--- config.mk ---
export PLATFORM = sky130hd
export DESIGN_NAME = row_reader_flat
export DESIGN_NICKNAME = d
export VERILOG_FILES = /design/src/verilog/display_pkg.sv /design/src/verilog/mem_read_if.sv /design/src/verilog/row_reader.sv /design/src/flat_wrapper.sv
export SDC_FILE = /design/constraint.sdc
export NUM_CORES = 1
export LEC_CHECK = 0
export BUFFER_PORTS_ARGS = -buffer_cell sky130_fd_sc_hd__buf_2
export CAP_MARGIN = 20
export CELL_PAD_IN_SITES_DETAIL_PLACEMENT = 0
export CELL_PAD_IN_SITES_GLOBAL_PLACEMENT = 1
export CORE_AREA = 4 4 404 406
export DETAILED_ROUTE_END_ITERATION = 12
export DIE_AREA = 0 0 408 410
export PLACE_DENSITY_LB_ADDON = 0.2
export SLEW_MARGIN = 20
export SYNTH_ARGS = -nofsm -noshare
export SYNTH_HDL_FRONTEND = slang
export SYNTH_SLANG_ARGS = --single-unit
--- constraint.sdc ---
create_clock -name clk -period 70.7 [get_ports clk]
set_input_delay 14.14 -clock clk [delete_from_list [all_inputs] [get_ports clk]]
set_output_delay 14.14 -clock clk [all_outputs]
set_load 0.01 [all_outputs]
--- src/verilog/display_pkg.sv ---
package display_pkg;

  // Display geometry
  localparam int ROW_BITS = 512;
  localparam int ROWS     = 64;
  localparam int ADDR_W   = 6;   // log2(ROWS)

  // One scan row of pixel bits
  typedef logic [ROW_BITS-1:0] row_t;

  // Row index inside one frame
  typedef logic [ADDR_W-1:0] row_addr_t;

endpackage

--- src/verilog/mem_read_if.sv ---
`timescale 1ns/100ps

// Read port between the row reader and the frame store.
// Data is valid the cycle after rd and holds until the next read.
interface mem_read_if import display_pkg::*; ();

  logic      rd;     // Read enable
  logic      bank;   // Frame to read
  row_addr_t addr;
  row_t      data;

  modport reader (
    output rd,
    output bank,
    output addr,
    input  data
  );

  modport mem (
    input  rd,
    input  bank,
    input  addr,
    output data
  );

endinterface

--- src/verilog/row_reader.sv ---
`timescale 1ns/100ps

module row_reader import display_pkg::*; (
  input  logic       clk,
  input  logic       rst,
  input  logic       shown_frame,
  input  logic       req_valid,
  input  row_addr_t  req_addr,
  output logic       req_ready,
  output logic       row_valid,
  output row_t       row_data,
  output logic       row_frame,
  input  logic       row_ready,
  mem_read_if.reader mem
);

  logic       req_fire;
  logic       row_fire;

  // Read pipeline
  logic       rd_q;         // Read issued to the store this cycle
  logic       rd_bank_q;
  row_addr_t  rd_addr_q;
  logic       ret_q;        // Store data valid this cycle
  logic       ret_bank_q;

  // Two-entry output buffer
  row_t       buf_data [2];
  logic       buf_frame [2];
  logic       wr_ptr;
  logic       rd_ptr;
  logic [1:0] buf_count;

  // Buffered rows plus reads in flight
  logic [1:0] occupancy;

  assign req_fire  = req_valid && req_ready;
  assign row_fire  = row_valid && row_ready;
  assign req_ready = (occupancy < 2'd2);

  always_ff @(posedge clk) begin
    if (rst) begin
      rd_q  <= 1'b0;
      ret_q <= 1'b0;
    end else begin
      rd_q  <= req_fire;
      ret_q <= rd_q;
    end
  end

  // Bank is the frame shown when the request is taken
  always_ff @(posedge clk) begin
    if (req_fire) begin
      rd_addr_q <= req_addr;
      rd_bank_q <= shown_frame;
    end
    if (rd_q) begin
      ret_bank_q <= rd_bank_q;   // Follows the data out of the store
    end
  end

  assign mem.rd   = rd_q;
  assign mem.bank = rd_bank_q;
  assign mem.addr = rd_addr_q;

  always_ff @(posedge clk) begin
    if (ret_q) begin
      buf_data[wr_ptr]  <= mem.data;
      buf_frame[wr_ptr] <= ret_bank_q;
    end
  end

  always_ff @(posedge clk) begin
    if (rst) begin
      wr_ptr    <= 1'b0;
      rd_ptr    <= 1'b0;
      buf_count <= 2'd0;
      occupancy <= 2'd0;
    end else begin
      if (ret_q) begin
        wr_ptr <= ~wr_ptr;
      end
      if (row_fire) begin
        rd_ptr <= ~rd_ptr;
      end
      case ({ret_q, row_fire})
        2'b10:   buf_count <= buf_count + 2'd1;
        2'b01:   buf_count <= buf_count - 2'd1;
        default: buf_count <= buf_count;
      endcase
      // Counted from acceptance, so the buffer never overflows
      case ({req_fire, row_fire})
        2'b10:   occupancy <= occupancy + 2'd1;
        2'b01:   occupancy <= occupancy - 2'd1;
        default: occupancy <= occupancy;
      endcase
    end
  end

  assign row_valid = (buf_count != 2'd0);
  assign row_data  = buf_data[rd_ptr];
  assign row_frame = buf_frame[rd_ptr];

endmodule

--- src/flat_wrapper.sv ---
// flat-port wrapper written by rule: the top's interface ports become plain ports
module row_reader_flat import display_pkg::*;
  (clk, rst, shown_frame, req_valid, req_addr, req_ready, row_valid, row_data, row_frame, row_ready, mem_rd, mem_bank, mem_addr, mem_data);
  mem_read_if mem_i ();
  input  logic clk;
  input  logic rst;
  input  logic shown_frame;
  input  logic req_valid;
  input  row_addr_t req_addr;
  output logic req_ready;
  output logic row_valid;
  output row_t row_data;
  output logic row_frame;
  input  logic row_ready;
  output wire logic [$bits(mem_i.rd)-1:0] mem_rd;
  output wire logic [$bits(mem_i.bank)-1:0] mem_bank;
  output wire logic [$bits(mem_i.addr)-1:0] mem_addr;
  input wire logic [$bits(mem_i.data)-1:0] mem_data;
  assign mem_rd = mem_i.rd;
  assign mem_bank = mem_i.bank;
  assign mem_addr = mem_i.addr;
  assign mem_i.data = mem_data;
  row_reader u_core (.clk(clk), .rst(rst), .shown_frame(shown_frame), .req_valid(req_valid), .req_addr(req_addr), .req_ready(req_ready), .row_valid(row_valid), .row_data(row_data), .row_frame(row_frame), .row_ready(row_ready), .mem(mem_i));
endmodule
==> results_dict.tcl <==
set metrics [dict create \
    syn-cell-area_um2 37810 \
    cts_inserted_buffers 115 \
    synth_area_leader_cell "edfxtp_1" \
    grt_start_max_net_pins 153 \
    hold_buffers 0 \
    grt_use_total 0.1271 \
    worst_path_most_repeated_cell "buf_4" \
    areaGrowthSynthToFinish_pct 29.95 \
    synth_top_area_frac 0.8213 \
    setup_viol 0 \
    clock_skew_ps 43.84 \
    synth.distinct_cells 19 \
    dieHeight_um 410 \
    gp_congestion 0.8632 \
    period_minus_slack_ps 18920 \
    fillCellCount 15800 \
    cts_resized 0 \
    grt_overflow 0 \
    grt_pass1_wl_um 154900 \
    max_cap_viol_count 0 \
    row_count 147 \
    path_clk_slew_ps 60 \
    ys_warn_count 0 \
    worstPathMaxFanout 73 \
    synth_fp_nets 2168 \
    initial_utilization 0.2365 \
    end_kind "primary output" \
    clock_latency_ps 730 \
    tightest_slew_ps 1091 \
    clockRootBuffer "clkbuf_16" \
    via_count 20070 \
    dp_hpwl_um 80560 \
    first_iter_violations 1008 \
    cts_setup_buffers 0 \
    fin_cells 4985 \
    synth-seq-cells 1043 \
    p_leak_nw 17.48 \
    path_cells "buf_4, buf_4, buf_4, mux2_2, buf_2" \
    finalInstanceArea_um2 49130 \
    drv_slew 0 \
    critical-path-top-delay-family "buffers and inverters" \
    finalSetupTns_ps 0 \
    die_w_um 408 \
    wl_per_cell_um 22.43 \
    viasPerCell 4.026 \
    cts_sinks 1043 \
    synth_area_leaders "edfxtp_1 (82%), mux2_2 (15%), buf_6 (1.6%)" \
    finalHoldViolCount 0 \
    slew_headroom 0.2729 \
    cp_num_buf_inv 4 \
    routed_wirelength_um 111800 \
    arrival_ps 4780 \
    post-place-cells 4737 \
    cts_tree "yes" \
    crit_path_max_incr_delay_ps 910 \
    cellPowerDensity_nw_per_um2 31.19 \
    max_freq_mhz 52.87 \
    worstHoldPathType "reg2reg" \
    portBuffers 1045 \
    min_period_over_period 0.2675 \
    cts.path.max_buffers 3 \
    dieArea_um2 167300 \
    io_pins 1046 \
    irDropWorstVdd_mv 0.01952 \
    outcome "completed" \
    crit_path_top_delay_cell "buf_4" \
    rsz0062_at_grt "no" \
    cp-start-kind "register" \
    hold_depth 0 \
    synthCells 1643 \
    coreArea_um2 159800 \
    synth_area_per_cell_um2 23.01 \
    grt_pass1_vias 21423 \
    drive_above_1_share 0.6107 \
    cts_max_level 3 \
    ant_nets 0 \
    worstSetupPathType "reg2out" \
    cp_data_required_time_ps 56560 \
    final_net_count 3294 \
    placed_area_um2 45210 \
    drtPass1Iterations 5 \
    cp_num_cells 5 \
    antenna_found_initial 78 \
    drc 0 \
    r2r.worst_path.cells 6 \
    ys_seq_area_frac 0.8261 \
]
cells in the mapped netlist:
master / n
nor2_1: 7
mux2_2: 513
buf_6: 53
clkbuf_1: 1
or2_2: 1
buf_2: 4
and2_1: 1
xnor2_1: 4
o21a_1: 1
o21ai_0: 2
edfxtp_1: 1034
xor2_1: 2
nand2_1: 1
ha_1: 2
a21oi_1: 2
nor2b_1: 1
or3_1: 2
dfxtp_1: 9
inv_1: 3
layout by cell type (no fill, tap or decap), types with 6 or more instances in the layout:
cell       instances
buf_2           1045
edfxtp_1        1034
mux2_2           513
clkbuf_16        116
diode_2           30
clkinv_1          30
clkinv_2          24
clkbuf_1          19
buf_4             19
bufinv_16         13
dfxtp_1            8
nor2_1             6
through the flow:
| step | total power [W] | util | hold slack [ps] | setup slack, ps |
|---|---|---|---|---|
| final | 0.001532 | 0.3074 | 454.8 | 51780 |
| after global routing | 0.001600 | 0.3072 | 485.0 | 51470 |
| after CTS | 0.001562 | 0.3067 | 459.7 | 51540 |
| after detailed placement | 0.0009531 | 0.2828 | 447.5 | 52350 |
| after global placement | 0.0009492 | 0.2828 | 428.5 | 52440 |
| after floorplan | 0.0008765 | - | 421.5 | 47540 |
state kept, by name, indices dropped and copies added, names as in the netlist, named ones only:
signal / count
u_core.mem.bank: 1
u_core.ret_bank_q: 1
u_core.mem.rd: 1
u_core.wr_ptr: 1
u_core.ret_q: 1
u_core.rd_ptr: 1
u_core.mem.addr: 6
u_core.buf_data: 1024
u_core.occupancy: 2
u_core.buf_frame: 2
u_core.buf_count: 2
cell type report:
class	count	area (um^2)	share of cell area
Antenna cell	30	75.07	0.001528
Clock buffer	135	2974	0.06054
Clock inverter	82	837.1	0.01704
Inverter	3	11.26	0.0002292
Multi-Input combinational cell	539	5953	0.1212
Sequential cell	1043	31230	0.6358
Tap cell	2086	2610	0.05313
Timing Repair Buffer	1067	5431	0.1106
final timing paths:
kind | start | end | slack (ps)
max | register | row_data[249] | 51780
min | u_core.ret_bank_q$_DFFE_PP_ | u_core.buf_frame[1]$_DFFE_PP_ | 450
max reg2reg | u_core.ret_q$_SDFF_PP0_ | u_core.buf_data[0][481]$_DFFE_PP_ | 65970
min reg2reg | u_core.ret_bank_q$_DFFE_PP_ | u_core.buf_frame[1]$_DFFE_PP_ | 450
routing by layer:
metal	global-route usage	part of all wire	vias up
li1	-	-	8884
met1	0.1368	0.36	10035
met2	0.2168	0.50	823
met3	0.05579	0.096	264
met4	0.05518	0.034	64
met5	0	0.0034	-
logic make-up (layout without fill, tap and decap cells):
group / after synthesis / after routing / share of synthesized area
multiplexers: 513 / 513 / 0.1528
buffers and inverters: 61 / 1287 / 0.01671
AO/OA/AOI/OAI: 5 / 5 / 0.0007282
flip-flops: 1043 / 1043 / 0.8261
AND/OR/NAND/NOR: 13 / 13 / 0.001622
adder cells (fa/ha/maj): 2 / 2 / 0.0006618
XOR/XNOR: 6 / 6 / 0.001390
other: 0 / 30 / 0
power by group:
part           total [W]  internal [W]  switching (W)
clock network   0.000597      0.000349       0.000248
logic           0.000222     0.0000993       0.000123
registers       0.000713      0.000705     0.00000798
total            0.00153       0.00115       0.000379
Power figures use the tool's default switching activity.
