## src/verilog/control_pkg.sv

```systemverilog
package control_pkg;

  // Dwell counter width, wide enough for the slowest dwell setting
  localparam int DWELL_W = 24;

  // Frame switch control states
  typedef enum logic {
    WAITING   = 1'b0,
    SWITCHING = 1'b1
  } select_state_t;

endpackage

```

## src/verilog/frame_select_fsm.sv

```systemverilog
`timescale 1ns/100ps

module frame_select_fsm import control_pkg::*; #(
  parameter int DWELL_BIT = 22
) (
  input  logic               clk,
  input  logic               rst,
  input  logic [DWELL_W-1:0] dwell_value,
  output logic               timer_clear,
  output logic               timer_en,
  output logic               shown_frame
);

  select_state_t state;

  // Outputs are registered, so the timer reacts one cycle after the state.
  // One dwell is then 2^DWELL_BIT + 2 cycles long.
  always_ff @(posedge clk) begin
    if (rst) begin
      state       <= WAITING;
      shown_frame <= 1'b0;
      timer_clear <= 1'b1;
      timer_en    <= 1'b0;
    end else begin
      case (state)
        WAITING: begin
          if (dwell_value[DWELL_BIT]) begin
            timer_clear <= 1'b1;
            timer_en    <= 1'b0;
            shown_frame <= ~shown_frame;   // Dwell over
            state       <= SWITCHING;
          end else begin
            timer_clear <= 1'b0;
            timer_en    <= 1'b1;
          end
        end
        SWITCHING: begin
          timer_clear <= 1'b0;
          timer_en    <= 1'b1;   // Restart counting
          state       <= WAITING;
        end
        default: begin
          timer_clear <= 1'b1;
          timer_en    <= 1'b0;
          shown_frame <= 1'b0;
          state       <= WAITING;
        end
      endcase
    end
  end

endmodule

```

## config.mk

```make
export PLATFORM = sky130hd
export DESIGN_NAME = frame_select_fsm
export DESIGN_NICKNAME = d
export VERILOG_FILES = /design/src/verilog/control_pkg.sv /design/src/verilog/frame_select_fsm.sv
export SDC_FILE = /design/constraint.sdc
export NUM_CORES = 1
export LEC_CHECK = 0
export ABC_AREA = 1
export BUFFER_PORTS_ARGS = -buffer_cell sky130_fd_sc_hd__buf_4
export CAP_MARGIN = 20
export CORE_AREA = 2 2 39 41
export DETAILED_ROUTE_END_ITERATION = 6
export DIE_AREA = 0 0 41 43
export GPL_TIMING_DRIVEN = 0
export PLACE_DENSITY = 0.53
export SLEW_MARGIN = 0
export SYNTH_ARGS = -nofsm -noshare
export SYNTH_HDL_FRONTEND = slang
export SYNTH_SLANG_ARGS = --single-unit
```

## constraint.sdc

```tcl
create_clock -name clk -period 0.8 [get_ports clk]
set_input_delay 0.16 -clock clk [delete_from_list [all_inputs] [get_ports clk]]
set_output_delay 0.16 -clock clk [all_outputs]
set_load 0.02 [all_outputs]
```

==> out/results.txt, run 1 <==
outcome -> complete, but fails checks
failing checks -> setup timing
H-tree levels -> 1
top cells by area, synth -> dfxtp_1, inv_1, nand3_1
met2 Track Usage GR -> 2.813%
Adder-Cell Fraction of Synth Area -> 0%
pre-CTS worst setup slack -> 0.1561 ns
post-route worst setup slack -> -0.03263 ns
largest family of logic cells by synthesized area -> simple AND/OR/NAND/NOR gates
CP Capture Type -> output port
area leader, netlist -> dfxtp_1
clock-pin slew on the worst setup and hold paths -> 0.04 ns
DR vias/cell -> 2.683
fin crit period -> 0.8326 ns
Antenna Nets Post-Route -> 0
Pre-Repair DR Iteration Count -> 2
Synth Area in Compound Gates -> 0%
clk_lat worst skew -> 0.23 ns
Port Buffers -> 5
nets -> 53
slowest CP cell -> dfxtp_2
Max Cap Viol -> 0
Num CTS Buffers -> 3
Worst Hold Class -> input pin to flop
Core ar. -> 0.001384 sq mm
routability cong. -> 0.5588
cell chain of the critical path -> buf_6
Remaining DRCs -> 0
final cell count without fillers -> 41
# rows -> 14
initial core utilization -> 9.403%
Critical Path Sink -> shown_frame
reg2reg setup slack -> 0.10 ns
Leakage Power -> 0.0001167 uW
clock skew -> 0.002004 ns
pin count of the biggest net entering global routing -> 4
maximum clock rate -> 1201 MHz
vias in the first global route -> 83
post-synthesis simple-gate area fraction -> 24.04%
Worst VDD drop -> 0.3549 mV
CP required -> 0.64 ns
worst hold slack -> 0.09860 ns
Worst R2R Start -> shown_frame$_SDFFE_PP0P_
Synth top area share -> 61.54%
Critical Path AT -> 0.67 ns
Worst Setup SP -> shown_frame$_SDFFE_PP0P_
total congestion overflow after global routing -> 0
multiplexer area fraction after synthesis -> 0%
WP buf/inv -> 1
clock buffer depth -> 2
CTS tree -> done
grt peak-use layer -> met4
critical path class -> flop to output port
FF+latch area -> 83.83 sq um
register area share after synthesis -> 61.54%
Worst slew margin -> 92.43%
share of cells above drive strength 1 -> 52.00%
Post-Synthesis Cells -> 16
Max stage delay on crit path -> 0.33 ns
Final setup viols -> 3
die width -> 41 microns
synthesized net count -> 42
DP Cell Count -> 37
met1 GRT Util -> 2.564%
FF-to-FF path depth -> 4
Top Ports -> 29
worst-margin pin slew -> 0.1131 ns
CTS root buffer -> clkbuf_4
first-pass GRT wire length -> 296 microns
worst-path maximum fanout -> 2
unrepaired setup endpoints after global routing -> yes
drt wl/cell -> 5.902 microns
gr usage total -> 3.511%
DR iter-0 viols -> 1
Seq cells post-synth -> 4
Area Growth Syn to Fin -> 78.85%
max-slew violations -> 0
synthesized cell area -> 130.1 sq um
Worst path depth -> 1
xor/xnor share of the synthesized area -> 0%
Reg-to-Reg End -> shown_frame$_SDFFE_PP0P_
drt total wl -> 242 microns
Cell variety after synth -> 6
initial antenna violation count -> 0
Yosys warning count -> 0
element type at the critical path start -> flop
DP HPWL -> 181.7 microns
Hold Buf Count CTS -> 0
die span in y -> 43 microns
mean post-synth cell area -> 8.133 sq um
multi-input logic area -> 31.28 sq um
met3 Track Usage GR -> 4.712%
clock sink count -> 4
diodes inserted -> 0
Fill cells -> 165
final hold violation count -> 0
final period utilization -> 104.1%
PD cells -> 2363 mW/mm^2
final setup TNS -> -0.06262 ns
vias post-DR -> 110
die area -> 0.001763 sq mm
family with the most delay on the worst path -> flip-flops
==> what timing repair did <==
item / 4_1_cts / 5_1_grt
setup buffers: 1 / 0
pin swaps: 0 / 0
gates resized for setup: 6 / 0
setup endpoints to repair: 3 / 3
==> per-stage QoR <==
step | utilization (%) | cell area (sq um) | total power (uW)
2_1_floorplan | - | 130.1 | 256.6
3_3_place_gp | 13.56 | 187.7 | 285.7
3_5_place_dp | 13.56 | 187.7 | 287.1
4_1_cts | 16.82 | 232.7 | 561.0
5_1_grt | 16.82 | 232.7 | 584.7
6_report | 16.82 | 232.7 | 549.8
==> synth_stat cells <==
cell type / count
nor2_2: 1
inv_1: 5
nor2_1: 2
nand2_1: 2
dfxtp_1: 4
nand3_1: 2
==> cell families (layout without fill, tap and decap cells) <==
group,count (synthesis),count (layout)
AND/OR/NAND/NOR,7,7
buffers and inverters,5,14
flip-flops,4,4
==> placed cells by master (no fill, tap or decap) <==
master / count
nor2_2: 1
buf_4: 3
nand3_1: 2
dfxtp_2: 3
nand2_1: 2
inv_1: 5
buf_6: 3
nor2_1: 2
dfxtp_1: 1
clkbuf_4: 3
==> worst min path at each step <==
stage	startpoint	endpoint	slack (ns)	depth (start not counted)
floorplan	rst	state$_SDFF_PP0_	0.23	1
global placement	rst	state$_SDFF_PP0_	0.34	2
detailed placement	rst	state$_SDFF_PP0_	0.34	2
CTS	rst	state$_SDFF_PP0_	0.09	2
global route	rst	state$_SDFF_PP0_	0.09	2
finish	rst	state$_SDFF_PP0_	0.1	2
==> power by group <==
| group | leakage [uW] | internal (uW) | switching [uW] |
|---|---|---|---|
| Clock | 0.0000138 | 168 | 81.0 |
| Combinational | 0.0000693 | 40.3 | 35.5 |
| Sequential | 0.0000337 | 218 | 7.87 |
| Total | 0.000117 | 426 | 124 |
==> layout make-up <==
class	count	share of cell area, %
Timing Repair Buffer	6	24.19
Tap cell	16	8.602
Inverter	5	8.065
Sequential cell	4	36.02
Clock buffer	3	9.677
Multi-Input combinational cell	7	13.44
==> routing by layer <==
| layer | wire (microns) | up-vias | part of all wire, % |
|---|---|---|---|
| li1 | - | 63 | - |
| met5 | 0 | - | 0 |
| met3 | 31 | 0 | 13 |
| met4 | 0 | 0 | 0 |
| met1 | 105 | 43 | 43 |
| met2 | 105 | 4 | 43 |
==> flip-flops by register name, indices dropped and copies added, names as in the netlist <==
signal       cells
shown_frame      1
state            1
timer_clear      1
timer_en         1
(Power assumes the default switching activity.)
==> run 2, diff against run 1 <==
Settings changed: CELL_PAD_IN_SITES_DETAIL_PLACEMENT set to 0, CELL_PAD_IN_SITES_GLOBAL_PLACEMENT set to 1, CORE_AREA 2 2 39 41 to not set, CORE_UTILIZATION set to 10, DIE_AREA 0 0 41 43 to not set, PLACE_DENSITY 0.53 to 0.81.
==> run 2 against run 1 <==
The flow still finishes with violations (setup timing). Non-clock buffer count unchanged. Routed wire length decreased by 3.7%. Sequential cell count unchanged. Combinational power about the same. Sequential power about the same. First-iteration DRC count decreased by 100%. Die area decreased by 18%. Critical endpoint unchanged.
==> out/results.txt, run 2 (synthesis results as in run 1) <==
gr usage total -> 5.576% (+2.1 points)
pin count of the biggest net entering global routing -> 4 (unchanged)
Fill cells -> 129 (-22%)
final hold violation count -> 0 (unchanged)
Remaining DRCs -> 0 (unchanged)
Worst VDD drop -> 0.3707 mV (+4.5%)
Hold Buf Count CTS -> 0 (unchanged)
clk_lat worst skew -> 0.23 ns (about the same)
DP Cell Count -> 35 (-5.4%)
die width -> 38.07 microns (-7.1%)
Sw Share -> 22.67% (+0.056 points)
hold_sp -> rst
Worst slew margin -> 92.47% (about the same)
cell count of the worst hold path -> 2 (unchanged)
cell chain of the critical path -> buf_6
Final setup viols -> 3 (unchanged)
worst-margin pin slew -> 0.1126 ns (-0.0004768 ns)
reg2reg setup slack -> 0.11 ns (about the same)
CTS tree -> done
Worst Hold Class -> input pin to flop
Pre-Repair DR Iteration Count -> 1 (-1)
P_int -> 425.5 uW (about the same)
Leakage Power -> 0.0001167 uW (unchanged)
commonest non-fill, non-tap cell in the layout -> inv_1
clock skew -> 0.006157 ns (+0.004153 ns)
clock-pin slew on the worst setup and hold paths -> 0.04 ns (about the same)
clock buffer depth -> 2 (unchanged)
first-pass GRT wire length -> 393 microns (+33%)
drt total wl -> 233 microns (-3.7%)
CP Capture Type -> output port
Num CTS Buffers -> 3 (unchanged)
Port Buffers -> 5 (unchanged)
total congestion overflow after global routing -> 0 (unchanged)
DR vias/cell -> 3.000 (+12%)
PD cells -> 2390 mW/mm^2 (+1.2%)
initial core utilization -> 11.26% (+1.9 points)
Hold Path End -> state$_SDFF_PP0_
Antenna Nets Post-Route -> 0 (unchanged)
critical path class -> flop to output port
# rows -> 12 (-2)
share of cells above drive strength 1 -> 52.00% (unchanged)
Psw -> 124.7 uW (+0.33%)
FF+latch area -> 83.83 sq um (unchanged)
clock sink count -> 4 (unchanged)
final period utilization -> 104.2% (+0.16 points)
unrepaired setup endpoints after global routing -> yes
combinational share of power -> 13.7% (about the same)
Top Ports -> 29 (unchanged)
DR iter-0 viols -> 0 (-1)
element type at the critical path start -> flop
drt wl/cell -> 5.974 microns (+1.2%)
DP HPWL -> 165.5 microns (-8.9%)
die span in y -> 38.07 microns (-11%)
slowest CP cell -> dfxtp_2
H-tree levels -> 1 (unchanged)
nets -> 53 (unchanged)
Max stage delay on crit path -> 0.33 ns (about the same)
family with the most delay on the worst path -> flip-flops
multi-input logic area -> 31.28 sq um (unchanged)
FF-to-FF path depth -> 4 (unchanged)
commonest cells after routing, fill and taps aside -> inv_1, clkbuf_4, buf_4, buf_6, dfxtp_2
clock power share -> 45.3% (about the same)
fin crit period -> 0.8339 ns (+0.001259 ns)
Max Cap Viol -> 0 (unchanged)
die area -> 0.001449 sq mm (-18%)
vias in the first global route -> 116 (+40%)
initial antenna violation count -> 0 (unchanged)
maximum clock rate -> 1199 MHz (-0.15%)
sequential cell fraction of total power -> 40.9% (about the same)
Final Power -> 550.3 uW (about the same)
WP buf/inv -> 1 (unchanged)
diodes inserted -> 0 (unchanged)
worst-path maximum fanout -> 2 (unchanged)
Reg-to-Reg End -> shown_frame$_SDFFE_PP0P_
final cell count without fillers -> 39 (-4.9%)
Worst R2R Start -> shown_frame$_SDFFE_PP0P_
CTS root buffer -> clkbuf_4
post-route worst setup slack -> -0.03389 ns (-0.001259 ns)
Core ar. -> 0.001156 sq mm (-16%)
vias post-DR -> 117 (+6.4%)
CP required -> 0.64 ns (about the same)
Area Growth Syn to Fin -> 76.92%
max-slew violations -> 0 (unchanged)
routability cong. -> 0.5423 (-3.0%)
outcome -> complete, but fails checks
final setup TNS -> -0.05800 ns (+0.004626 ns)
failing checks -> setup timing
Critical Path AT -> 0.67 ns (about the same)
[run 2: cell counts in the layout (fill, tap and decap cells not counted)]
No cell type changed its count.
[run 2: metrics by stage]
| stage | worst slack [ns] | hold WS (ns) | utilization [%] | cell area [sq um] |
|---|---|---|---|---|
| after global placement | 0.1661 | 0.3395 | 16.02 | 185.2 |
| after floorplan | 0.08280 | 0.2324 | - | 130.1 |
| after global routing | -0.05334 | 0.09246 | 19.91 | 230.2 |
| final | -0.03389 | 0.09737 | 19.91 | 230.2 |
| after CTS | -0.04531 | 0.08617 | 19.91 | 230.2 |
| after detailed placement | 0.1521 | 0.3422 | 16.02 | 185.2 |
[run 2: worst max-delay path by stage]
stage,slack [ns],from,cells past startpoint,end
after detailed placement,0.15,state$_SDFF_PP0_,3,timer_clear$_SDFF_PP1_
final,-0.03,shown_frame$_SDFFE_PP0P_,1,shown_frame
after CTS,-0.05,shown_frame$_SDFFE_PP0P_,1,shown_frame
after global routing,-0.05,shown_frame$_SDFFE_PP0P_,1,shown_frame
after floorplan,0.08,shown_frame$_SDFFE_PP0P_,3,shown_frame$_SDFFE_PP0P_
after global placement,0.17,state$_SDFF_PP0_,3,timer_clear$_SDFF_PP1_
[run 2: cell type report]
class,count,area share (%)
inverter,5,8.152
multi-input combinational,7,13.59
clock buffer,3,9.783
tap,14,7.609
timing repair buffer,6,24.46
sequential,4,36.41
[run 2: what timing repair did]
| action | 4_1_cts | 5_1_grt |
|---|---|---|
| setup endpoints to repair | 3 | 3 |
| resized for setup | 6 | 0 |
| buffers inserted | 1 | 0 |
[run 2: power by group through the flow]
stage / registers [uW] / logic (uW) / clock network, uW
6_report: 225 / 75.5 / 249
5_1_grt: 226 / 83.2 / 278
4_1_cts: 225 / 76.1 / 268
3_5_place_dp: 225 / 61.5 / 0
3_3_place_gp: 225 / 60.9 / 0
2_1_floorplan: 239 / 17.5 / 0
[run 2: per-layer routing]
metal | wire length, microns | global-route usage [%]
met2 | 113 | 5.932
met4 | 0 | 13.39
met1 | 94 | 2.807
met3 | 24 | 5.233
met5 | 0 | 0
==> run 3, diff against run 2 <==
Settings changed: CORE_AREA set to 2 2 39 41, CORE_UTILIZATION 10 to not set, DIE_AREA set to 0 0 41 43, PLACE_DENSITY 0.81 to 0.77.
Clock period 0.8 ns to 1 ns, I/O delays scaled along.
==> run 3 against run 2 <==
Routed wire length decreased by 3.0%. Worst setup slack improved by 0.11 ns. Total power decreased by 23%. Worst hold slack improved by 0.045 ns. Count of clock-buffer cells in the layout unchanged. Clock skew decreased by 0.0044 ns. The run now ends clean. Clock power decreased by 21%. Non-clock buffer count decreased by 1.
==> out/results.txt, run 3 (synthesis results as in run 1) <==
drt wl/cell -> 5.650 microns (-5.4%)
H-tree levels -> 1 (unchanged)
DR vias/cell -> 2.950 (-1.7%)
die span in y -> 43 microns (+13%)
final period utilization -> 92.48%
Worst Hold Class -> input pin to flop
Core ar. -> 0.001384 sq mm (+20%)
Antenna Nets Post-Route -> 0 (unchanged)
Area Growth Syn to Fin -> 61.54%
post-CTS resize count -> 0 (-6)
# rows -> 14 (+2)
initial antenna violation count -> 0 (unchanged)
diodes inserted -> 0 (unchanged)
CP Capture Type -> output port
final hold violation count -> 0 (unchanged)
worst-margin pin slew -> 0.1121 ns (-0.0005461 ns)
final setup TNS -> 0 ns (+0.05800 ns)
pin count of the biggest net entering global routing -> 4 (unchanged)
CTS tree -> done
gr usage total -> 3.711% (-1.9 points)
DP HPWL -> 177.2 microns (+7.1%)
element type at the critical path start -> flop
Fill cells -> 163 (+26%)
clock buffer depth -> 2 (unchanged)
clock sink count -> 4 (unchanged)
Worst path depth -> 1 (unchanged)
family with the most delay on the worst path -> flip-flops
die area -> 0.001763 sq mm (+22%)
worst-path maximum fanout -> 3 (+1)
clock skew -> 0.001760 ns (-0.004397 ns)
outcome -> complete, no violations
Leakage Power -> 0.0001078 uW (-7.6%)
FF-to-FF path depth -> 3 (-1)
Final Power -> 422.6 uW (-23%)
Final setup viols -> 0 (-3)
Critical Path AT -> 0.72 ns (+0.05 ns)
Worst VDD drop -> 0.2231 mV (-40%)
nets -> 52 (-1.9%)
initial core utilization -> 9.403% (-1.9 points)
cell count of the worst hold path -> 2 (unchanged)
Worst slew margin -> 92.50% (about the same)
cell chain of the critical path -> buf_4
unrepaired setup endpoints after global routing -> no
first-pass GRT wire length -> 296 microns (-25%)
WP buf/inv -> 1 (unchanged)
CP required -> 0.80 ns (+0.16 ns)
commonest cells after routing, fill and taps aside -> inv_1, buf_4, dfxtp_1, clkbuf_4
total congestion overflow after global routing -> 0 (unchanged)
Max Cap Viol -> 0 (unchanged)
clock-pin slew on the worst setup and hold paths -> 0.04 ns (about the same)
Pre-Repair DR Iteration Count -> 1 (unchanged)
DR iter-0 viols -> 0 (unchanged)
critical path class -> flop to output port
share of cells above drive strength 1 -> 37.50% (-15 points)
drt total wl -> 226 microns (-3.0%)
vias post-DR -> 118 (+0.85%)
Max stage delay on crit path -> 0.34 ns (about the same)
clk_lat worst skew -> 0.23 ns (about the same)
maximum clock rate -> 1081 MHz
vias in the first global route -> 77 (-34%)
PD cells -> 2011 mW/mm^2 (-16%)
Port Buffers -> 5 (unchanged)
Top Ports -> 29 (unchanged)
Remaining DRCs -> 0 (unchanged)
fin crit period -> 0.9248 ns
routability cong. -> 0.5313 (-2.0%)
slowest CP cell -> dfxtp_1
max-slew violations -> 0 (unchanged)
post-CTS setup buffers -> 0 (-1)
CTS root buffer -> clkbuf_4
Num CTS Buffers -> 3 (unchanged)
die width -> 41 microns (+7.7%)
fin util -> 15.19% (-4.7 points)
Hold Buf Count CTS -> 0 (unchanged)
[run 3: cell types whose count changed in the layout (fill, tap and decap cells not counted)]
cell / previous run / this run
buf_6: 3 / 0
dfxtp_1: 1 / 4
dfxtp_2: 3 / 0
buf_4: 3 / 5
[run 3: area by class of cell]
class / count / area, sq um / share of cell area [%]
clock buffers: 3 / 22.52 / 10.71
inverters: 5 / 18.77 / 8.929
multi-input cells: 7 / 31.28 / 14.88
flip-flops and latches: 4 / 80.08 / 38.10
well taps: 16 / 20.02 / 9.524
repair buffers: 5 / 37.54 / 17.86
[run 3: power by group]
group          switching [uW]  internal (uW)  leakage (uW)
Clock                    62.2            134     0.0000138
Sequential               5.29            172     0.0000334
Combinational            26.8           22.3     0.0000607
[run 3: worst reg2reg max path, cell delays in order, from the launching register on]
cell,delay [ns]
dfxtp_1,0.33
nor2_2,0.05
nor2_1,0.11
inv_1,0.04
[run 3: worst paths after layout]
kind                            start                       end  slack [ns]
max reg2reg          state$_SDFF_PP0_    timer_clear$_SDFF_PP1_        0.36
max          shown_frame$_SDFFE_PP0P_               shown_frame        0.08
min reg2reg  shown_frame$_SDFFE_PP0P_  shown_frame$_SDFFE_PP0P_        0.49
min                               rst          state$_SDFF_PP0_        0.14
[run 3: through the flow]
step / cell area [sq um] / worst slack [ns] / cells / hold WS [ns]
after floorplan: 130.1 / 0.2828 / 16 / 0.2724
after global placement: 187.7 / 0.3230 / 37 / 0.3783
after detailed placement: 187.7 / 0.3188 / 37 / 0.3810
after CTS: 210.2 / 0.05956 / 40 / 0.1309
after global routing: 210.2 / 0.03398 / 40 / 0.1385
final: 210.2 / 0.07521 / 40 / 0.1426
[run 3: per-layer routing]
metal  part of all wire (%)  vias to the layer above  GRT usage (%)
met4                      0                        0          6.000
met2                     42                        5          2.188
met3                     19                        0          6.283
met5                      0                        -              0
li1                       -                       62              -
met1                     38                       51          2.885
