[src/verilog/control_pkg.sv]
package control_pkg;

  // Dwell counter width, wide enough for the slowest dwell setting
  localparam int DWELL_W = 24;

  // Frame switch control states
  typedef enum logic {
    WAITING   = 1'b0,
    SWITCHING = 1'b1
  } select_state_t;

endpackage

[src/verilog/dwell_timer.sv]
`timescale 1ns/100ps

module dwell_timer import control_pkg::*; (
  input  logic               clk,
  input  logic               rst,
  input  logic               clear,
  input  logic               count_en,
  output logic [DWELL_W-1:0] value
);

  always_ff @(posedge clk) begin
    if (rst) begin
      value <= '0;
    end else if (clear) begin
      value <= '0;   // Clear wins over count
    end else if (count_en) begin
      value <= value + 1'b1;
    end
  end

endmodule

[config.mk]
export PLATFORM = sky130hd
export DESIGN_NAME = dwell_timer
export DESIGN_NICKNAME = d
export VERILOG_FILES = /design/src/verilog/control_pkg.sv /design/src/verilog/dwell_timer.sv
export SDC_FILE = /design/constraint.sdc
export NUM_CORES = 1
export LEC_CHECK = 0
export BUFFER_PORTS_ARGS = -buffer_cell sky130_fd_sc_hd__buf_2
export CAP_MARGIN = 40
export CORE_MARGIN = 1.5
export CORE_UTILIZATION = 45
export CTS_CLUSTER_DIAMETER = 40
export DETAILED_ROUTE_END_ITERATION = 6
export HOLD_SLACK_MARGIN = 0.06
export PLACE_DENSITY_LB_ADDON = 0.1
export SLEW_MARGIN = 20
export SYNTH_ARGS = -nofsm -noshare
export SYNTH_HDL_FRONTEND = slang
export SYNTH_SLANG_ARGS = --single-unit
[constraint.sdc]
create_clock -name clk -period 1.92 [get_ports clk]
set_clock_uncertainty 0.15 [all_clocks]
set_input_delay 0.384 -clock clk [delete_from_list [all_inputs] [get_ports clk]]
set_output_delay 0.384 -clock clk [all_outputs]
set_load 0.02 [all_outputs]
==> results by group, run 1 <==
Run status
  – Status: finished, final reports clean

Yosys
  – Largest family of logic cells by synthesized area: simple AND/OR/NAND/NOR gates
  – EDFF count, synth: 0
  – Most used DFF post-synth: dfxtp_1
  – Ys async rst share: 0
  – Sequential share of the synthesized area: 0.430
  – Synth Net Count: 129
  – Syn Inst Count: 124
  – Mapped Avg Cell Area: 9.02 um^2
  – Mapped Area: 1120 um^2
  – Xor/xnor cell area share of the yosys netlist: 0.0940
  – Library cells used by synthesis: 27
  – Ys Warns: 0
  – Post-synthesis compound-gate area fraction: 0.119
  – Simple-Gate Fraction of Synth Area: 0.287
  – Proportion of synthesized area in mux cells: 0.00895
  – Post-Synth Adder-Cell Area: 0.0112
  – Register bit total from synthesis: 24

Die
  – Chip Height: 52.9 um
  – Starting Density: 0.491
  – Rows: 17
  – Die span in x: 52.9 um
  – I/O Pins: 28
  – Core area: 2280 um^2
  – Die ar.: 2790 um^2

Critical path
  – Crit path launch type: flip-flop
  – R2R Path Start: value[1]
  – Data required, critical path: 2.02 ns
  – Worst setup endpoint: value[22]
  – R2r endpoint: value[22]
  – R2R Setup Slk: 0.09 ns
  – Critical path type: reg2reg
  – CP startpoint: value[1]
  – Worst EP arrival: 1.94 ns
  – R2r worst-path depth: 5
  – Crit-path max FO: 7
  – CP endpoint kind: flip-flop

Drt
  – # DRC: 0
  – Wirelength, routed: 2370 um
  – DR vias/cell: 5.42
  – DR WL/cell: 12.6 um
  – Drt pass-1 iters: 4
  – Post-DRT Antenna Nets: 0
  – Routed vias: 1024
  – 1st-iter DRT viols: 10

Timing
  – Final setup margin: 0.0857 ns
  – Final slew viol count: 0
  – FMAX: 0.545 GHz
  – Final Hold Vio Count: 0
  – Sum Neg Setup Slack: 0 ns
  – Final setup violation count: 0
  – RSZ-0062 raised after global routing: no
  – Worst-margin pin slew: 0.456 ns
  – Final period utilization: 0.955
  – Slew margin rel.: 0.696
  – Tmin final: 1.83 ns

Layout
  – Fill count: 216
  – Layout area overhead: 24.9%
  – Final #Nets: 167
  – Diode count: 0
  – Share of cells above drive strength 1: 0.329
  – Commonest non-fill, non-tap cell in the layout: buf_2
  – Top Registers: value: 24 flops
  – Max reg flops: 24
  – Largest Register: value
  – Most frequent cells in the layout: buf_2, dfxtp_1, buf_4

Clock network
  – Hold buffer count at CTS: 0
  – Num CTS Buffers: 3
  – Clock latency on the worst-skew pair: 0.33 ns
  – Clk buf depth: 2
  – H-tree Lvls: 1
  – CTS Sinks: 24
  – CTS tree: built
  – Root Buffer: clkbuf_4
  – Worst-path clk slew: 0.13 ns

Min path
  – Hold Startpoint: count_en
  – Hold Crit Class: in2reg

Pwr
  – Internal power: 0.719 mW
  – Switching share of total power: 0.197
  – Leakage: 0.561 nW
  – Sequential power share: 0.559
  – Combinational share of power: 0.025
  – Power share of the clock group: 0.415
  – Power Dens Cells: 640 nW/um^2
  – Sw power: 0.176 mW
  – Worst vdd ir: 0.569 mV

Place
  – Buffers added on ports: 27
  – GP Congestion: 0.739
  – Pre-CTS setup slack: 0.0845 ns
  – Post-DP HPWL: 1620 um

Global route
  – Vias in the first global route: 917
  – Antenna violations before repair: 0
  – GRT Total Usage: 0.193
  – First-pass GRT wire length: 4020 um
  – GRT overflow: 0
  – Largest net degree at the start of global routing: 25

Run
  – Max_cap viols: 0
## power by group through the flow
stage	logic (mW)	clock network, mW	registers [mW]
after floorplan	0.0116	0	0.514
after global placement	0.0222	0	0.511
after detailed placement	0.0231	0	0.511
after CTS	0.0232	0.380	0.501
after global routing	0.0255	0.397	0.501
final	0.0227	0.372	0.500
## logic make-up after synthesis
logic type | Yosys count
AOI/OAI and AO/OA | 22
xor gates and xnor gates | 12
adders and majority gates | 1
buffers and inverters | 10
DFF | 24
muxes | 1
and+or+nand+nor | 54
## stage by stage
| stage | instances | utilization | area, um^2 | hold slack, ns | total power, mW |
|---|---|---|---|---|---|
| after floorplan | 124 | - | 1120 | 0.382 | 0.525 |
| after global placement | 185 | 0.589 | 1340 | 0.319 | 0.534 |
| after detailed placement | 185 | 0.589 | 1340 | 0.331 | 0.534 |
| after CTS | 189 | 0.612 | 1390 | 0.239 | 0.904 |
| after global routing | 189 | 0.614 | 1400 | 0.244 | 0.924 |
| final | 189 | 0.614 | 1400 | 0.242 | 0.895 |
## cell usage after synthesis, drive strengths merged (2+ instances only)
| cell | number | area [um^2] |
|---|---|---|
| or4 | 9 | 67.6 |
| dfxtp | 24 | 480 |
| or3 | 2 | 12.5 |
| o21ai | 2 | 10.0 |
| nand2 | 8 | 30.0 |
| o31ai | 9 | 67.6 |
| and3 | 3 | 20.0 |
| clkbuf | 4 | 15.0 |
| xnor2 | 3 | 26.3 |
| nand3 | 6 | 47.6 |
| nand4 | 6 | 37.5 |
| or2 | 2 | 12.5 |
| nor2 | 12 | 45.0 |
| inv | 3 | 11.3 |
| buf | 3 | 30.0 |
| xor2 | 9 | 78.8 |
| and4 | 4 | 36.3 |
| a21oi | 11 | 55.1 |
## worst max-delay path, cell delays in order, from the launching register on
cell     delay (ns)
dfxtp_2        0.37
ha_1           0.18
and3_2         0.23
nand3_2        0.14
or4_1          0.55
a21oi_1        0.15
## how the worst min path moves through the flow
stage | to | slack [ns] | cells after the start
after detailed placement | value[17] | 0.33 | 2
after CTS | value[1] | 0.24 | 3
after floorplan | value[0] | 0.38 | 2
final | value[0] | 0.24 | 3
after global placement | value[23] | 0.32 | 2
after global routing | value[0] | 0.24 | 3
## per-layer routing
metal  up-vias  part of all wire  track usage
li1        525                 -            -
met1       475              0.48        0.259
met2        22              0.47        0.306
met3         2             0.050       0.0593
met4         0            0.0072       0.0385
met5         -                 0            0
## layout make-up
| cell class | instances | area [um^2] | area share |
|---|---|---|---|
| multi-input cells | 90 | 583 | 0.417 |
| flip-flops and latches | 24 | 483 | 0.346 |
| repair buffers | 40 | 233 | 0.167 |
| well taps | 28 | 35.0 | 0.0251 |
| clock inverters | 1 | 30.0 | 0.0215 |
| clock buffers | 3 | 22.5 | 0.0161 |
| inverters | 3 | 11.3 | 0.00806 |
## timing repair
action                     4_1_cts  5_1_grt
buffers inserted                 0        0
hold endpoints to repair         0        0
gates resized for setup          0        3
setup endpoints to repair        0        2
No activity file was read; power rests on OpenSTA's default activity.
==> run 2, diff against run 1 <==
PLACE_DENSITY = 0.68   (was not set)
PLACE_DENSITY_LB_ADDON = not set   (was 0.1)
==> run 2 against run 1 <==
Worst hold slack lost 0.0060 ns. Largest power group unchanged. Clock power fell by 28%. First-iteration DRC count decreased by 10%. Critical path depth stayed put. Wire length increased by 5.9%. Final area grew 1.7%. Sequential share of layout area is 0.67 points lower. Register-to-register slack improved by 0.05 ns.
==> results by group, run 2 (same netlist as run 1, synthesis figures left out) <==
Drt
  – Routed vias: 1054 (+2.9%)
  – Drt pass-1 iters: 4 (unchanged)
  – Top layer reached by signal wires: met4
  – Routed wl met2: 1220 um (+10%)
  – Met3 WL: 115 um (-3.4%)
  – WL met1: 1150 um (+2.0%)
  – DR vias/cell: 5.46 (+0.80%)
  – 1st-iter DRT viols: 9 (-1)
  – Post-DRT Antenna Nets: 0 (unchanged)
  – # DRC: 0 (unchanged)
  – DR WL/cell: 13.0 um (+3.7%)
  – Wirelength, routed: 2510 um (+5.9%)

Critical path
  – Critical path type: reg2reg
  – R2r endpoint: value[20]
  – Crit-path max FO: 7 (unchanged)
  – Critical Path Max Stage Delay: 0.52 ns (-0.03 ns)
  – Crit path launch type: flip-flop
  – R2R Path Start: value[1]
  – Crit-path cells: ha_1 -> and3_2 -> nand3_4 -> or4_1 -> a21oi_1
  – Crit path max-delay cell type: or4_1
  – Buf/Inv on CP: 0 (unchanged)
  – CP endpoint kind: flip-flop
  – R2R Setup Slk: 0.13 ns (+0.05 ns)
  – Worst EP arrival: 1.90 ns (-0.04 ns)
  – R2r worst-path depth: 5 (unchanged)
  – CP top delay family: simple AND/OR/NAND/NOR gates
  – Data required, critical path: 2.03 ns (about the same)

Clock network
  – H-tree Lvls: 1 (unchanged)
  – CTS tree: built
  – Num CTS Buffers: 3 (unchanged)
  – Worst-path clk slew: 0.12 ns (about the same)
  – Clock latency on the worst-skew pair: 0.32 ns (about the same)
  – CTS Sinks: 24 (unchanged)
  – Clk buf depth: 2 (unchanged)
  – Root Buffer: clkbuf_4

Min path
  – Hold Crit Class: in2reg
  – Hold Startpoint: count_en
  – Hold Path End: value[0]
  – Hold depth: 3 (unchanged)

Layout
  – Layout area overhead: 27.1%
  – Area of the multi-input gates: 594 um^2 (+1.9%)
  – Fill count: 219 (+1.4%)
  – Top Registers: value: 24 flops
  – Largest Register: value
  – Commonest non-fill, non-tap cell in the layout: buf_2
  – Most frequent cells in the layout: buf_2, dfxtp_1, buf_4
  – Max reg flops: 24 (unchanged)
  – Share of cells above drive strength 1: 0.345 (+0.0163)
  – Final #Nets: 171 (+2.4%)
  – Diode count: 0 (unchanged)
  – Register area: 482 um^2 (-0.26%)

Pwr
  – Leakage: 0.575 nW (+2.6%)
  – Power share of the clock group: 0.340 (-0.075)
  – Total power: 0.792 mW (-11%)
  – Sw power: 0.169 mW (-4.2%)
  – Internal power: 0.624 mW (-13%)
  – Power Dens Cells: 557 nW/um^2 (-13%)
  – Switching share of total power: 0.213 (+0.0161)
  – Sequential power share: 0.632 (+0.073)
  – Combinational share of power: 0.029 (+0.004)
  – Worst vdd ir: 0.448 mV (-21%)

Global route
  – GRT Total Usage: 0.204 (+0.0111)
  – Antenna violations before repair: 0 (unchanged)
  – First-pass GRT wire length: 4100 um (+1.9%)
  – GRT overflow: 0 (unchanged)
  – Largest net degree at the start of global routing: 25 (unchanged)
  – Vias in the first global route: 952 (+3.8%)

Run status
  – Status: finished, final reports clean

Place
  – Post-DP HPWL: 1840 um (+13%)
  – Buffers added on ports: 27 (unchanged)
  – GP Congestion: 0.755 (+2.3%)

Timing
  – Slew margin rel.: 0.698 (+0.00170)
  – Worst-margin pin slew: 0.454 ns (-0.00255 ns)
  – Final Hold Vio Count: 0 (unchanged)
  – Sum Neg Setup Slack: 0 ns (unchanged)
  – Tmin final: 1.79 ns (-0.0456 ns)
  – Final slew viol count: 0 (unchanged)
  – Final period utilization: 0.932 (-0.0237)
  – RSZ-0062 raised after global routing: no
  – Final setup violation count: 0 (unchanged)
  – FMAX: 0.559 GHz (+2.5%)

Die
  – Rows: 17 (unchanged)
  – Core area: 2280 um^2 (unchanged)
  – Starting Density: 0.491 (unchanged)
  – I/O Pins: 28 (unchanged)
  – Die ar.: 2790 um^2 (unchanged)
  – Die span in x: 52.9 um (unchanged)
  – Chip Height: 52.9 um (unchanged)

Run
  – Max_cap viols: 0 (unchanged)
## run 2: changes by cell type in the layout (fill, tap and decap cells not counted), sizes merged
cell / before / now
buf: 40 / 44
bufinv: 1 / 0
clkbuf: 3 / 4
## run 2: through the flow
stage | hold WS [ns] | cell area (um^2) | util | instances | setup WS (ns)
finish | 0.236 | 1420 | 0.625 | 193 | 0.131
detailed placement | 0.316 | 1360 | 0.599 | 188 | 0.0170
CTS | 0.231 | 1400 | 0.616 | 192 | 0.0460
floorplan | 0.382 | 1120 | - | 124 | 0.0189
global route | 0.247 | 1420 | 0.625 | 193 | 0.0231
global placement | 0.304 | 1360 | 0.599 | 188 | 0.112
## run 2: routing by layer
layer | vias up | track usage
li1 | 534 | -
met1 | 490 | 0.237
met4 | 0 | 0.0726
met3 | 5 | 0.0593
met2 | 25 | 0.354
met5 | - | 0
## run 2: worst max-delay path by stage
stage,from,cells past startpoint,to,slack [ns]
after floorplan,value[0],5,value[22],0.02
after global placement,count_en,5,value[21],0.11
after detailed placement,value[6],4,value[20],0.02
after CTS,value[1],5,value[20],0.05
after global routing,value[1],5,value[20],0.02
final,value[1],5,value[20],0.13
## run 2: timing repair
item | 4_1_cts | 5_1_grt
pin swaps | 0 | 1
resized for setup | 1 | 4
hold buffers | 0 | 0
endpoints found under the setup margin | 2 | 7
buffers inserted | 0 | 1
## run 2: worst reg2reg max path: stages, from the launching register on
cell and delay (ns):
dfxtp_2 0.37, ha_1 0.18, and3_2 0.25, nand3_4 0.11, or4_1 0.52, a21oi_1 0.15
## run 2: cell type report
cell class | instances | area share
tap | 28 | 0.0246
timing repair buffer | 44 | 0.185
clock buffer | 4 | 0.0255
inverter | 3 | 0.00792
multi-input combinational | 90 | 0.418
sequential | 24 | 0.339
## run 2: power by group through the flow
stage / sequential [mW] / clock (mW) / combinational (mW)
floorplan: 0.514 / 0 / 0.0116
global placement: 0.511 / 0 / 0.0222
global route: 0.501 / 0.288 / 0.0256
detailed placement: 0.511 / 0 / 0.0235
finish: 0.500 / 0.269 / 0.0229
CTS: 0.500 / 0.273 / 0.0236
==> run 3, diff against run 2 <==
REMOVE_ABC_BUFFERS = 1   (was not set)
==> run 3 against run 2 <==
Critical path depth unchanged. Clock power grew 37%. Die area unchanged. Cell count decreased by 2.1%. Utilization decreased by 0.82 points. Highest routed layer unchanged. Largest power group unchanged.
==> results by group, run 3 (same netlist as run 1, synthesis figures left out) <==
Clock network
  – Clock latency on the worst-skew pair: 0.32 ns (about the same)
  – Clk buf depth: 2 (unchanged)
  – CTS Sinks: 24 (unchanged)
  – Hold buffer count at CTS: 0 (unchanged)
  – H-tree Lvls: 1 (unchanged)
  – Worst-path clk slew: 0.14 ns (+0.02 ns)
  – CTS tree: built
  – Root Buffer: clkbuf_4
  – Num CTS Buffers: 3 (unchanged)

Pwr
  – Worst vdd ir: 0.697 mV (+56%)
  – Power Dens Cells: 634 nW/um^2 (+14%)
  – Total power: 0.890 mW (+12%)
  – Leakage: 0.558 nW (-2.9%)

Min path
  – Hold Startpoint: count_en
  – Hold depth: 3 (unchanged)
  – Hold Path End: value[0]
  – Hold Crit Class: in2reg

Layout
  – Most frequent cells in the layout: buf_2, dfxtp_1, buf_4
  – Final instance area: 1400 um^2 (-1.3%)
  – Layout area overhead: 25.4%
  – Diode count: 0 (unchanged)
  – Fill count: 212 (-3.2%)
  – Share of cells above drive strength 1: 0.342 (-0.00384)
  – Final #Nets: 167 (-2.3%)
  – Largest Register: value
  – Commonest non-fill, non-tap cell in the layout: buf_2
  – Max reg flops: 24 (unchanged)
  – Final std cells w/o fill: 189 (-2.1%)
  – Top Registers: value: 24 flops

Critical path
  – Crit path launch type: flip-flop
  – CP endpoint kind: flip-flop
  – Crit-path cells: ha_1 -> and3_2 -> nand3_2 -> or4_1 -> a21oi_2
  – R2r endpoint: value[20]
  – Crit path max-delay cell type: or4_1
  – R2R Path Start: value[0]
  – Worst EP arrival: 1.96 ns (+0.06 ns)
  – R2r worst-path depth: 5 (unchanged)
  – Data required, critical path: 2.03 ns (about the same)
  – Buf/Inv on CP: 0 (unchanged)
  – Critical path type: reg2reg
  – Critical Path Max Stage Delay: 0.55 ns (+0.03 ns)
  – R2R Setup Slk: 0.08 ns (-0.05 ns)
  – Crit-path max FO: 4 (-3)
  – CP top delay family: simple AND/OR/NAND/NOR gates

Place
  – Cell Area, Placed: 1330 um^2 (-2.2%)
  – Post-DP HPWL: 1820 um (-1.2%)
  – GP Congestion: 0.760 (+0.60%)
  – Buffers added on ports: 27 (unchanged)
  – DP Cell Count: 184 (-2.1%)

Drt
  – DR vias/cell: 5.62 (+2.9%)
  – Top layer reached by signal wires: met4
  – Routed vias: 1062 (+0.76%)
  – # DRC: 0 (unchanged)
  – Drt pass-1 iters: 4 (unchanged)
  – DR WL/cell: 13.3 um (+2.5%)
  – WL met1: 1060 um (-8.3%)
  – Routed wl met2: 1320 um (+8.6%)
  – Post-DRT Antenna Nets: 0 (unchanged)
  – Met3 WL: 125 um (+8.7%)
  – 1st-iter DRT viols: 33 (+24)
  – Wirelength, routed: 2520 um (+0.40%)

Die
  – Starting Density: 0.491 (unchanged)
  – Die ar.: 2790 um^2 (unchanged)
  – I/O Pins: 28 (unchanged)
  – Core area: 2280 um^2 (unchanged)
  – Die span in x: 52.9 um (unchanged)
  – Chip Height: 52.9 um (unchanged)
  – Rows: 17 (unchanged)

Timing
  – Worst-margin pin slew: 0.473 ns (+0.0199 ns)
  – Final slew viol count: 0 (unchanged)
  – Final Hold Vio Count: 0 (unchanged)
  – Tmin final: 1.84 ns (+0.0533 ns)
  – Hold WS: 0.236 ns (+0.000204 ns)
  – Slew margin rel.: 0.684 (-0.0133)
  – Final setup violation count: 0 (unchanged)
  – Final period utilization: 0.959 (+0.0278)
  – FMAX: 0.543 GHz (-2.9%)

Run
  – Max_cap viols: 0 (unchanged)

Global route
  – GRT Total Usage: 0.200 (-0.00430)
  – Vias in the first global route: 941 (-1.2%)
  – Largest net degree at the start of global routing: 25 (unchanged)
  – First-pass GRT wire length: 4110 um (+0.17%)
  – GRT overflow: 0 (unchanged)
  – Antenna violations before repair: 0 (unchanged)

Run status
  – Status: finished, final reports clean
[run 3: changes by cell type in the layout (fill, tap and decap cells not counted), sizes merged]
cell    change
buf         -4
bufinv      +1
clkbuf      -1
[run 3: worst max-delay path by stage]
stage | from | endpoint | slack [ns] | depth (start not counted)
floorplan | value[3] | value[20] | -0.05 | 4
global placement | count_en | value[23] | 0.12 | 5
detailed placement | value[11] | value[20] | 0.06 | 4
CTS | value[11] | value[20] | 0.03 | 4
global route | value[0] | value[20] | -0.04 | 5
finish | value[0] | value[20] | 0.08 | 5
[run 3: report_power, final]
group	switching [mW]	internal, mW	total, mW	leakage [nW]
logic	0.0140	0.00689	0.0209	0.336
clock network	0.157	0.211	0.368	0.0279
registers	0.00146	0.500	0.501	0.195
total	0.172	0.718	0.890	0.558
[run 3: worst reg2reg max path: cells and delay by family (launching register included)]
kind | cells | cell delay (ns)
AO/OA/AOI/OAI | 1 | 0.16
AND/OR/NAND/NOR | 3 | 0.91
flip-flops | 1 | 0.38
adder cells (fa/ha/maj) | 1 | 0.19
[run 3: per-stage QoR]
| stage | util | setup WS [ns] | TNS (ns) |
|---|---|---|---|
| 3_5_place_dp | 0.586 | 0.0646 | 0 |
| 5_1_grt | 0.616 | -0.0378 | -0.0378 |
| 6_report | 0.616 | 0.0780 | 0 |
| 3_3_place_gp | 0.586 | 0.119 | 0 |
| 4_1_cts | 0.609 | 0.0326 | 0 |
| 2_1_floorplan | - | -0.0494 | -0.0988 |
[run 3: area by class of cell]
class,count,area (um^2),share of cell area
sequential,24,484,0.345
tap,28,35.0,0.0250
timing repair buffer,40,233,0.166
clock buffer,3,22.5,0.0161
clock inverter,1,30.0,0.0214
inverter,3,11.3,0.00803
multi-input combinational,90,587,0.418
[run 3: what timing repair did]
action,CTS,global route
buffers inserted,0,1
resized for setup,0,5
endpoints found under the setup margin,0,10
[run 3: metal layers]
layer	global-route usage	up-vias
li1	-	520
met2	0.352	31
met1	0.235	509
met4	0.0513	0
met3	0.0593	2
met5	0	-
